## config.mk

```make
export PLATFORM = sky130hd
export DESIGN_NAME = cpu
export DESIGN_NICKNAME = d
export VERILOG_FILES = /design/src/verilog/cpu_pkg.sv /design/src/verilog/alu.sv /design/src/verilog/cpu.sv /design/src/verilog/decode_stage.sv /design/src/verilog/execute_stage.sv /design/src/verilog/forwarding_unit.sv /design/src/verilog/regfile.sv
export VERILOG_INCLUDE_DIRS = /design/src /design/src/include
export SDC_FILE = /design/constraint.sdc
export NUM_CORES = 2
export LEC_CHECK = 0
export ABC_AREA = 0
export BUFFER_PORTS_ARGS = -buffer_cell sky130_fd_sc_hd__buf_2
export CORE_MARGIN = 2
export CORE_UTILIZATION = 65
export CTS_CLUSTER_SIZE = 20
export DETAILED_ROUTE_END_ITERATION = 12
export GPL_TIMING_DRIVEN = 0
export PLACE_DENSITY_LB_ADDON = 0.12
export SKIP_LAST_GASP = 1
export SLEW_MARGIN = 20
export SYNTH_ARGS = -nofsm -noshare
export SYNTH_HDL_FRONTEND = slang
export SYNTH_SLANG_ARGS = --single-unit
```

## constraint.sdc

```tcl
create_clock -name clk_i -period 17.03 [get_ports clk_i]
set_input_delay 5.109 -clock clk_i [delete_from_list [all_inputs] [get_ports clk_i]]
set_output_delay 5.109 -clock clk_i [all_outputs]
set_load 0.1 [all_outputs]
```

## src/include/cpu_defines.svh

```systemverilog
`ifndef CPU_DEFINES_SVH
`define CPU_DEFINES_SVH

// datapath and register file sizes
`define XLEN        32
`define NUM_REGS    32
`define REG_ADDR_W  5

// accepted major opcodes
`define OPC_OP      7'b0110011
`define OPC_OP_IMM  7'b0010011
`define OPC_LUI     7'b0110111

// funct3 codes, shared by OP and OP-IMM
`define F3_ADD      3'b000
`define F3_SLL      3'b001
`define F3_SLT      3'b010
`define F3_SLTU     3'b011
`define F3_XOR      3'b100
`define F3_SR       3'b101
`define F3_OR       3'b110
`define F3_AND      3'b111

// funct7 that selects SUB / SRA / SRAI
`define F7_ALT      7'b0100000

`endif

```

## src/verilog/cpu_pkg.sv

```systemverilog
`default_nettype none

`include "cpu_defines.svh"

package cpu_pkg;

    // one data word
    typedef logic [`XLEN-1:0] word_t;

    // architectural register index
    typedef logic [`REG_ADDR_W-1:0] reg_addr_t;

    // alu operations
    // PASS_B copies operand 2, used by LUI
    typedef enum logic [3:0] {
        ALU_ADD    = 4'd0,
        ALU_SUB    = 4'd1,
        ALU_SLL    = 4'd2,
        ALU_SLT    = 4'd3,
        ALU_SLTU   = 4'd4,
        ALU_XOR    = 4'd5,
        ALU_SRL    = 4'd6,
        ALU_SRA    = 4'd7,
        ALU_OR     = 4'd8,
        ALU_AND    = 4'd9,
        ALU_PASS_B = 4'd10
    } alu_op_e;

    // operand source select for EX
    // code 3 is spare and falls back to the regfile value
    typedef enum logic [1:0] {
        FWD_REGFILE = 2'd0,
        FWD_MEM_WB  = 2'd1,
        FWD_EX_MEM  = 2'd2
    } fwd_sel_e;

    // ID/EX payload
    typedef struct packed {
        word_t     rs1_val;
        word_t     rs2_val;
        word_t     imm;
        reg_addr_t rs1;
        reg_addr_t rs2;
        reg_addr_t rd;
        alu_op_e   alu_op;
        // operand 2 comes from imm
        logic      op2_imm;
        logic      we;
    } id_ex_t;

    // EX/MEM and MEM/WB payload
    typedef struct packed {
        word_t     result;
        reg_addr_t rd;
        logic      we;
    } ex_mem_t;

endpackage

`default_nettype wire

```

## src/verilog/alu.sv

```systemverilog
`timescale 1ns/1ns
`default_nettype none

module alu (
    input  cpu_pkg::word_t  op_a_i,
    input  cpu_pkg::word_t  op_b_i,
    input  cpu_pkg::alu_op_e op_i,
    output cpu_pkg::word_t  result_o
);
    import cpu_pkg::*;

    // shift amount, low 5 bits of operand 2
    logic [4:0] shamt;

    assign shamt = op_b_i[4:0];

    always_comb begin
        case (op_i)
            ALU_ADD:    result_o = op_a_i + op_b_i;
            ALU_SUB:    result_o = op_a_i - op_b_i;
            ALU_SLL:    result_o = op_a_i << shamt;
            // signed compare
            ALU_SLT:    result_o = word_t'($signed(op_a_i) < $signed(op_b_i));
            // unsigned compare
            ALU_SLTU:   result_o = word_t'(op_a_i < op_b_i);
            ALU_XOR:    result_o = op_a_i ^ op_b_i;
            ALU_SRL:    result_o = op_a_i >> shamt;
            // arithmetic, sign bit fills from the left
            ALU_SRA:    result_o = word_t'($signed(op_a_i) >>> shamt);
            ALU_OR:     result_o = op_a_i | op_b_i;
            ALU_AND:    result_o = op_a_i & op_b_i;
            // LUI path
            ALU_PASS_B: result_o = op_b_i;
            default:    result_o = '0;
        endcase
    end

endmodule

`default_nettype wire

```

## src/verilog/cpu.sv

```systemverilog
`timescale 1ns/1ns
`default_nettype none

module cpu (
    input  logic               clk_i,
    input  logic               rst_n_i,
    input  logic               instr_valid_i,
    input  cpu_pkg::word_t     instr_i,
    output logic               wb_valid_o,
    output cpu_pkg::reg_addr_t wb_rd_o,
    output cpu_pkg::word_t     wb_data_o
);
    import cpu_pkg::*;

    // ID/EX
    logic    id_ex_valid;
    id_ex_t  id_ex;

    // MEM/WB, also the regfile write port
    logic    mem_wb_valid;
    ex_mem_t mem_wb;
    logic    rf_we;

    // only a live slot with write enable touches the regfile
    assign rf_we = mem_wb_valid & mem_wb.we;

    decode_stage u_id (
        .clk_i         (clk_i),
        .rst_n_i       (rst_n_i),
        .instr_valid_i (instr_valid_i),
        .instr_i       (instr_i),
        .wb_we_i       (rf_we),
        .wb_rd_i       (mem_wb.rd),
        .wb_data_i     (mem_wb.result),
        .id_ex_valid_o (id_ex_valid),
        .id_ex_o       (id_ex)
    );

    execute_stage u_ex (
        .clk_i         (clk_i),
        .rst_n_i       (rst_n_i),
        .id_ex_valid_i (id_ex_valid),
        .id_ex_i       (id_ex),
        .wb_valid_o    (mem_wb_valid),
        .wb_o          (mem_wb)
    );

    // writeback port, every slot retires even with we low
    assign wb_valid_o = mem_wb_valid;
    assign wb_rd_o    = mem_wb.rd;
    assign wb_data_o  = mem_wb.result;

endmodule

`default_nettype wire

```

## src/verilog/decode_stage.sv

```systemverilog
`timescale 1ns/1ns
`default_nettype none

`include "cpu_defines.svh"

module decode_stage (
    input  logic               clk_i,
    input  logic               rst_n_i,
    input  logic               instr_valid_i,
    input  cpu_pkg::word_t     instr_i,
    input  logic               wb_we_i,
    input  cpu_pkg::reg_addr_t wb_rd_i,
    input  cpu_pkg::word_t     wb_data_i,
    output logic               id_ex_valid_o,
    output cpu_pkg::id_ex_t    id_ex_o
);
    import cpu_pkg::*;

    // instruction fields
    logic [6:0] opcode;
    logic [2:0] funct3;
    logic [6:0] funct7;
    reg_addr_t  rs1;
    reg_addr_t  rs2;
    reg_addr_t  rd;

    word_t      rs1_data;
    word_t      rs2_data;
    alu_op_e    base_op;
    id_ex_t     id_ex_d;

    assign opcode = instr_i[6:0];
    assign rd     = instr_i[11:7];
    assign funct3 = instr_i[14:12];
    assign rs1    = instr_i[19:15];
    assign rs2    = instr_i[24:20];
    assign funct7 = instr_i[31:25];

    // register read, written back from MEM/WB
    regfile u_regfile (
        .clk_i      (clk_i),
        .rst_n_i    (rst_n_i),
        .rs1_addr_i (rs1),
        .rs2_addr_i (rs2),
        .we_i       (wb_we_i),
        .wr_addr_i  (wb_rd_i),
        .wr_data_i  (wb_data_i),
        .rs1_data_o (rs1_data),
        .rs2_data_o (rs2_data)
    );

    // funct3 -> alu op, funct7 picks SUB / SRA
    always_comb begin
        case (funct3)
            // SUB only exists in R-type, ADDI ignores funct7
            `F3_ADD:  base_op = (opcode == `OPC_OP && funct7 == `F7_ALT) ? ALU_SUB : ALU_ADD;
            `F3_SLL:  base_op = ALU_SLL;
            `F3_SLT:  base_op = ALU_SLT;
            `F3_SLTU: base_op = ALU_SLTU;
            `F3_XOR:  base_op = ALU_XOR;
            `F3_SR:   base_op = (funct7 == `F7_ALT) ? ALU_SRA : ALU_SRL;
            `F3_OR:   base_op = ALU_OR;
            `F3_AND:  base_op = ALU_AND;
        endcase
    end

    // control decode and immediate generation
    always_comb begin
        id_ex_d.rs1_val = rs1_data;
        id_ex_d.rs2_val = rs2_data;
        id_ex_d.imm     = '0;
        id_ex_d.rs1     = rs1;
        id_ex_d.rs2     = '0;
        id_ex_d.rd      = rd;
        id_ex_d.alu_op  = base_op;
        id_ex_d.op2_imm = 1'b0;
        id_ex_d.we      = 1'b1;
        case (opcode)
            `OPC_OP: begin
                // both sources live
                id_ex_d.rs2 = rs2;
            end
            `OPC_OP_IMM: begin
                // I immediate, sign extended
                id_ex_d.imm     = {{(`XLEN-12){instr_i[31]}}, instr_i[31:20]};
                id_ex_d.op2_imm = 1'b1;
            end
            `OPC_LUI: begin
                // U immediate, rs1 field is immediate bits here
                id_ex_d.imm     = {instr_i[31:12], 12'b0};
                id_ex_d.op2_imm = 1'b1;
                id_ex_d.alu_op  = ALU_PASS_B;
                id_ex_d.rs1     = '0;
            end
            default: begin
                // unknown opcode still retires, writes nothing
                id_ex_d.we  = 1'b0;
                id_ex_d.rs1 = '0;
            end
        endcase
    end

    // ID/EX valid
    always_ff @(posedge clk_i or negedge rst_n_i) begin
        if (!rst_n_i)
            id_ex_valid_o <= 1'b0;
        else
            id_ex_valid_o <= instr_valid_i;
    end

    // ID/EX payload, loaded only with a new instruction
    always_ff @(posedge clk_i) begin
        if (instr_valid_i)
            id_ex_o <= id_ex_d;
    end

endmodule

`default_nettype wire

```

## src/verilog/execute_stage.sv

```systemverilog
`timescale 1ns/1ns
`default_nettype none

module execute_stage (
    input  logic             clk_i,
    input  logic             rst_n_i,
    input  logic             id_ex_valid_i,
    input  cpu_pkg::id_ex_t  id_ex_i,
    output logic             wb_valid_o,
    output cpu_pkg::ex_mem_t wb_o
);
    import cpu_pkg::*;

    logic     ex_mem_valid;
    ex_mem_t  ex_mem;
    fwd_sel_e fwd_a;
    fwd_sel_e fwd_b;
    word_t    rs1_fwd;
    word_t    rs2_fwd;
    word_t    op_b;
    word_t    alu_result;

    // 4-way operand select, spare code falls back to the ID/EX value
    function automatic word_t pick_operand(input fwd_sel_e sel, input word_t reg_val,
                                           input word_t ex_mem_val, input word_t mem_wb_val);
        case (sel)
            FWD_EX_MEM: return ex_mem_val;
            FWD_MEM_WB: return mem_wb_val;
            default:    return reg_val;
        endcase
    endfunction

    forwarding_unit u_forwarding_unit (
        .rs1_i          (id_ex_i.rs1),
        .rs2_i          (id_ex_i.rs2),
        .ex_mem_valid_i (ex_mem_valid),
        .ex_mem_rd_i    (ex_mem.rd),
        .mem_wb_valid_i (wb_valid_o),
        .mem_wb_rd_i    (wb_o.rd),
        .ex_mem_we_i    (ex_mem.we),
        .mem_wb_we_i    (wb_o.we),
        .fwd_a_o        (fwd_a),
        .fwd_b_o        (fwd_b)
    );

    assign rs1_fwd = pick_operand(fwd_a, id_ex_i.rs1_val, ex_mem.result, wb_o.result);
    assign rs2_fwd = pick_operand(fwd_b, id_ex_i.rs2_val, ex_mem.result, wb_o.result);

    // immediate replaces rs2 for OP-IMM and LUI
    assign op_b = id_ex_i.op2_imm ? id_ex_i.imm : rs2_fwd;

    alu u_alu (
        .op_a_i   (rs1_fwd),
        .op_b_i   (op_b),
        .op_i     (id_ex_i.alu_op),
        .result_o (alu_result)
    );

    // valid bits for EX/MEM and MEM/WB
    always_ff @(posedge clk_i or negedge rst_n_i) begin
        if (!rst_n_i) begin
            ex_mem_valid <= 1'b0;
            wb_valid_o   <= 1'b0;
        end else begin
            ex_mem_valid <= id_ex_valid_i;
            wb_valid_o   <= ex_mem_valid;
        end
    end

    // payloads move only behind a valid slot
    always_ff @(posedge clk_i) begin
        if (id_ex_valid_i) begin
            ex_mem.result <= alu_result;
            ex_mem.rd     <= id_ex_i.rd;
            ex_mem.we     <= id_ex_i.we;
        end
        // no data memory, MEM/WB is a plain copy
        if (ex_mem_valid)
            wb_o <= ex_mem;
    end

endmodule

`default_nettype wire

```

## src/verilog/forwarding_unit.sv

```systemverilog
`timescale 1ns/1ns
`default_nettype none

module forwarding_unit (
    input  cpu_pkg::reg_addr_t rs1_i,
    input  cpu_pkg::reg_addr_t rs2_i,
    input  logic               ex_mem_valid_i,
    input  cpu_pkg::reg_addr_t ex_mem_rd_i,
    input  logic               mem_wb_valid_i,
    input  cpu_pkg::reg_addr_t mem_wb_rd_i,
    input  logic               ex_mem_we_i,
    input  logic               mem_wb_we_i,
    output cpu_pkg::fwd_sel_e  fwd_a_o,
    output cpu_pkg::fwd_sel_e  fwd_b_o
);
    import cpu_pkg::*;

    // newest producer wins
    // x0 is never forwarded
    function automatic fwd_sel_e pick_source(input reg_addr_t src);
        if (src == '0)
            return FWD_REGFILE;
        if (ex_mem_valid_i && ex_mem_we_i && (ex_mem_rd_i == src))
            return FWD_EX_MEM;
        if (mem_wb_valid_i && mem_wb_we_i && (mem_wb_rd_i == src))
            return FWD_MEM_WB;
        // distance 3 and more is covered by the regfile bypass
        return FWD_REGFILE;
    endfunction

    assign fwd_a_o = pick_source(rs1_i);
    assign fwd_b_o = pick_source(rs2_i);

endmodule

`default_nettype wire

```

## src/verilog/regfile.sv

```systemverilog
`timescale 1ns/1ns
`default_nettype none

`include "cpu_defines.svh"

module regfile (
    input  logic               clk_i,
    input  logic               rst_n_i,
    input  cpu_pkg::reg_addr_t rs1_addr_i,
    input  cpu_pkg::reg_addr_t rs2_addr_i,
    input  logic               we_i,
    input  cpu_pkg::reg_addr_t wr_addr_i,
    input  cpu_pkg::word_t     wr_data_i,
    output cpu_pkg::word_t     rs1_data_o,
    output cpu_pkg::word_t     rs2_data_o
);
    import cpu_pkg::*;

    // x1..x31 only, x0 has no storage
    word_t regs [1:`NUM_REGS-1];

    // read port with write-through bypass
    function automatic word_t read_port(input reg_addr_t addr);
        if (addr == '0)
            return '0;
        // same-cycle write wins over the stored value
        if (we_i && (wr_addr_i == addr))
            return wr_data_i;
        return regs[addr];
    endfunction

    assign rs1_data_o = read_port(rs1_addr_i);
    assign rs2_data_o = read_port(rs2_addr_i);

    always_ff @(posedge clk_i or negedge rst_n_i) begin
        if (!rst_n_i) begin
            for (int i = 1; i < `NUM_REGS; i++)
                regs[i] <= '0;
        end else if (we_i && (wr_addr_i != '0)) begin
            regs[wr_addr_i] <= wr_data_i;
        end
    end

endmodule

`default_nettype wire
```

==> results.py <==
metrics = {
    "clock_tree": {
        "post_cts_buffers": 0,
        "numCtsBuffers": 119,
        "cts_hold_buf": 0,
        "htree_levels": 3,
        "cts-root-buf": "clkbuf_16",
        "cts_buffer_depth": 3,
        "clock-sinks": 1188,
        "path_clk_slew_ns": 0.07,
        "clock_latency_ns": 0.76,
        "cts_resized": 0,
        "cts_tree": "yes",
    },
    "power": {
        "p_seq_frac": 0.417,
        "pwr_density_cell_mw_per_mm2": 111,
        "p_sw_frac": 0.324,
        "vdd_drop_max_v": 0.000123,
        "p_switching_mw": 2.78,
        "p_leak_nw": 33.6,
        "p_int_mw": 5.81,
        "comb_power_share": 0.238,
        "p_clk_frac": 0.345,
    },
    "yosys": {
        "avgSynthCellArea_um2": 13.1,
        "syn_area_mm2": 0.0705,
        "synth_top_area_frac": 0.353,
        "synth_edf_count": 193,
        "yosys-top-cells-area": "dfrtp_1, mux4_2, mux2_2",
        "synth.top_cells.by_count": "mux2_2, dfrtp_1, mux4_2",
        "ys.flop_type": "dfrtp_1",
        "synth_warnings": 0,
        "synth_nets": 5527,
        "ys_seq_area_frac": 0.436,
        "ys_ff_latch": 1188,
        "async_flop_share": 0.838,
        "synth.most_common_cell": "mux2_2",
        "yosys.area.top_type": "dfrtp_1",
        "synthDistinctLibCells": 83,
        "syn_inst": 5389,
    },
    "placement": {
        "place_inst": 6873,
        "dp_hpwl_um": 205000,
        "gp_congestion": 1.04,
        "port_buffers": 62,
    },
    "floorplanning": {
        "pin_count": 73,
        "core_area_mm2": 0.107,
        "die_area_mm2": 0.111,
        "die_y_um": 333,
        "die_w_um": 333,
        "placementRows": 120,
        "start_util": 0.656,
    },
    "drt": {
        "ant_nets": 0,
        "num_vias": 56433,
        "drt-vias-per-instance": 7.94,
        "wl_um": 288000,
        "wl_per_cell_um": 40.5,
        "drt_iter0_drc": 9621,
        "drc": 0,
        "dr.pass1.iters": 7,
    },
    "setup_path": {
        "worstSetupPathType": "in -> reg",
        "crit_required_ns": 17.44,
        "cp.arrival_ns": 10.29,
        "worst-path-max-fanout": 10,
        "r2r_cells": 22,
        "startpoint": "instr_i[15]",
        "worstReg2RegStart": "u_ex.wb_o[2]",
        "r2r_slack_ns": 7.81,
        "crit_path_start_kind": "primary input",
        "rr_endpoint": "u_ex.ex_mem[32]",
        "cp-end-kind": "flip-flop",
    },
    "status": {
        "status": "completed",
    },
    "worst_hold_path": {
        "hold_path.class": "reg -> reg",
        "hold_depth": 0,
        "worstHoldStart": "u_id.id_ex_o[8]",
        "hold_end": "u_ex.ex_mem[3]",
    },
    "flow_run": {
        "drv_cap": 0,
    },
    "sta": {
        "setup-tns-final_ns": 0,
        "setup_viol": 0,
        "worst_pin_slew_ns": 1.35,
        "period_minus_slack_ns": 9.88,
        "rsz0062_at_grt": "false",
        "skew_ns": 0.0662,
        "drv_slew": 0,
        "worst_hold_slack_ns": 0.418,
        "period_share": 0.580,
        "finalHoldViolCount": 0,
        "relSlewSlack": 0.103,
        "max_clock_freq_mhz": 101,
    },
    "final_layout": {
        "layout-drive-gt1-share": 0.363,
        "fin_nets": 5732,
        "n_fill_cell": 6598,
        "instances_no_fill": 7110,
        "area_delta_synth_final_pct": 10.1,
        "register_area_mm2": 0.0307,
        "multi_input_area_mm2": 0.0374,
        "fin_util": 0.723,
    },
    "global_route": {
        "grt-ovfl-total": 0,
        "grt_usage": 0.519,
        "antenna_found_initial": 21,
        "grt_pass1_wl_um": 406000,
        "grt_pass1_vias": 55870,
        "grt_max_degree": 133,
    },
}
[worst max-delay path: stages]
cell      delay (ns)
clkbuf_1        0.79
clkbuf_1        0.55
clkbuf_1        0.84
xnor2_1         0.20
nand4_1         0.13
nor3_2          0.24
buf_4           0.25
clkbuf_1        0.73
nor2_1          0.13
a21oi_1         1.05
nor2_1          0.22
[cell usage in the layout, fill, tap and decap left out, drive strengths merged, types with 57 or more instances in the layout]
master / synthesis / layout
mux4: 576 / 576
mux2: 1039 / 1039
ha: 101 / 101
a21oi: 283 / 283
edfxtp: 193 / 193
inv: 102 / 105
buf: 128 / 204
nor2: 343 / 343
clkbuf: 386 / 555
o21ai: 150 / 150
mux2i: 215 / 215
nand2: 202 / 202
dfrtp: 995 / 995
a22oi: 57 / 57
[metal layers]
metal  routed length (µm)  global-route usage  vias up
met5                  214             0.00521        -
met4                26300               0.362       25
met3                42400               0.214     1522
met2               125000               0.759     5467
met1                94400               0.627    28341
li1                     -                   -    21078
[cells by family (layout without fill, tap and decap cells)]
family | Yosys count | count (layout) | share of synthesized area
compound gates | 825 | 825 | 0.0765
xor+xnor | 40 | 40 | 0.00497
fa+ha+maj | 103 | 103 | 0.0185
buf+inv | 619 | 930 | 0.0345
flops | 1188 | 1188 | 0.436
mux | 1830 | 1830 | 0.381
other cells | 0 | 7 | 0
simple gates | 784 | 784 | 0.0492
[layout make-up]
class                           count  share of cell area
Timing Repair Buffer               84             0.00984
Clock buffer                      161              0.0447
Sequential cell                  1188               0.396
Tap cell                         1403              0.0226
Clock inverter                     66              0.0121
Inverter                          105             0.00524
Buffer                            514              0.0271
Antenna cell                        7            0.000226
Multi-Input combinational cell   3582               0.483
[sequential cells by signal, indices dropped and copies added, names as in the netlist]
signal / flops
u_id.u_regfile.regs: 992
u_ex.wb_valid_o: 1
u_ex.ex_mem_valid: 1
u_id.id_ex_valid_o: 1
u_id.id_ex_o: 117
u_ex.wb_o: 38
u_ex.ex_mem: 38
[power groups by stage]
| stage | Clock, mW | Sequential, mW | Combinational (mW) |
|---|---|---|---|
| final | 2.96 | 3.59 | 2.05 |
| after global placement | 0 | 3.55 | 1.87 |
| after CTS | 2.93 | 3.55 | 1.96 |
| after floorplan | 0 | 3.52 | 1.22 |
| after detailed placement | 0 | 3.58 | 1.92 |
| after global routing | 3.04 | 3.60 | 2.10 |
[through the flow]
| step | power [mW] | area (µm²) | worst slack, ns |
|---|---|---|---|
| final | 8.60 | 77600 | 7.15 |
| after global routing | 8.74 | 77600 | 7.47 |
| after CTS | 8.44 | 77500 | 8.19 |
| after detailed placement | 5.51 | 73100 | 7.40 |
| after global placement | 5.43 | 72500 | -10.47 |
| after floorplan | 4.75 | 70500 | 9.27 |
[worst max-delay path by stage]
stage                                           to  slack (ns)  cells after the start
final                             u_id.id_ex_o[96]        7.15                     11
after floorplan                   u_id.id_ex_o[86]        9.27                      9
after CTS                         u_id.id_ex_o[64]        8.19                     10
after global routing              u_id.id_ex_o[96]        7.47                     11
after detailed placement          u_id.id_ex_o[64]        7.40                     10
after global placement    u_id.u_regfile.regs[521]      -10.47                      1
Power figures use the tool's default switching activity.
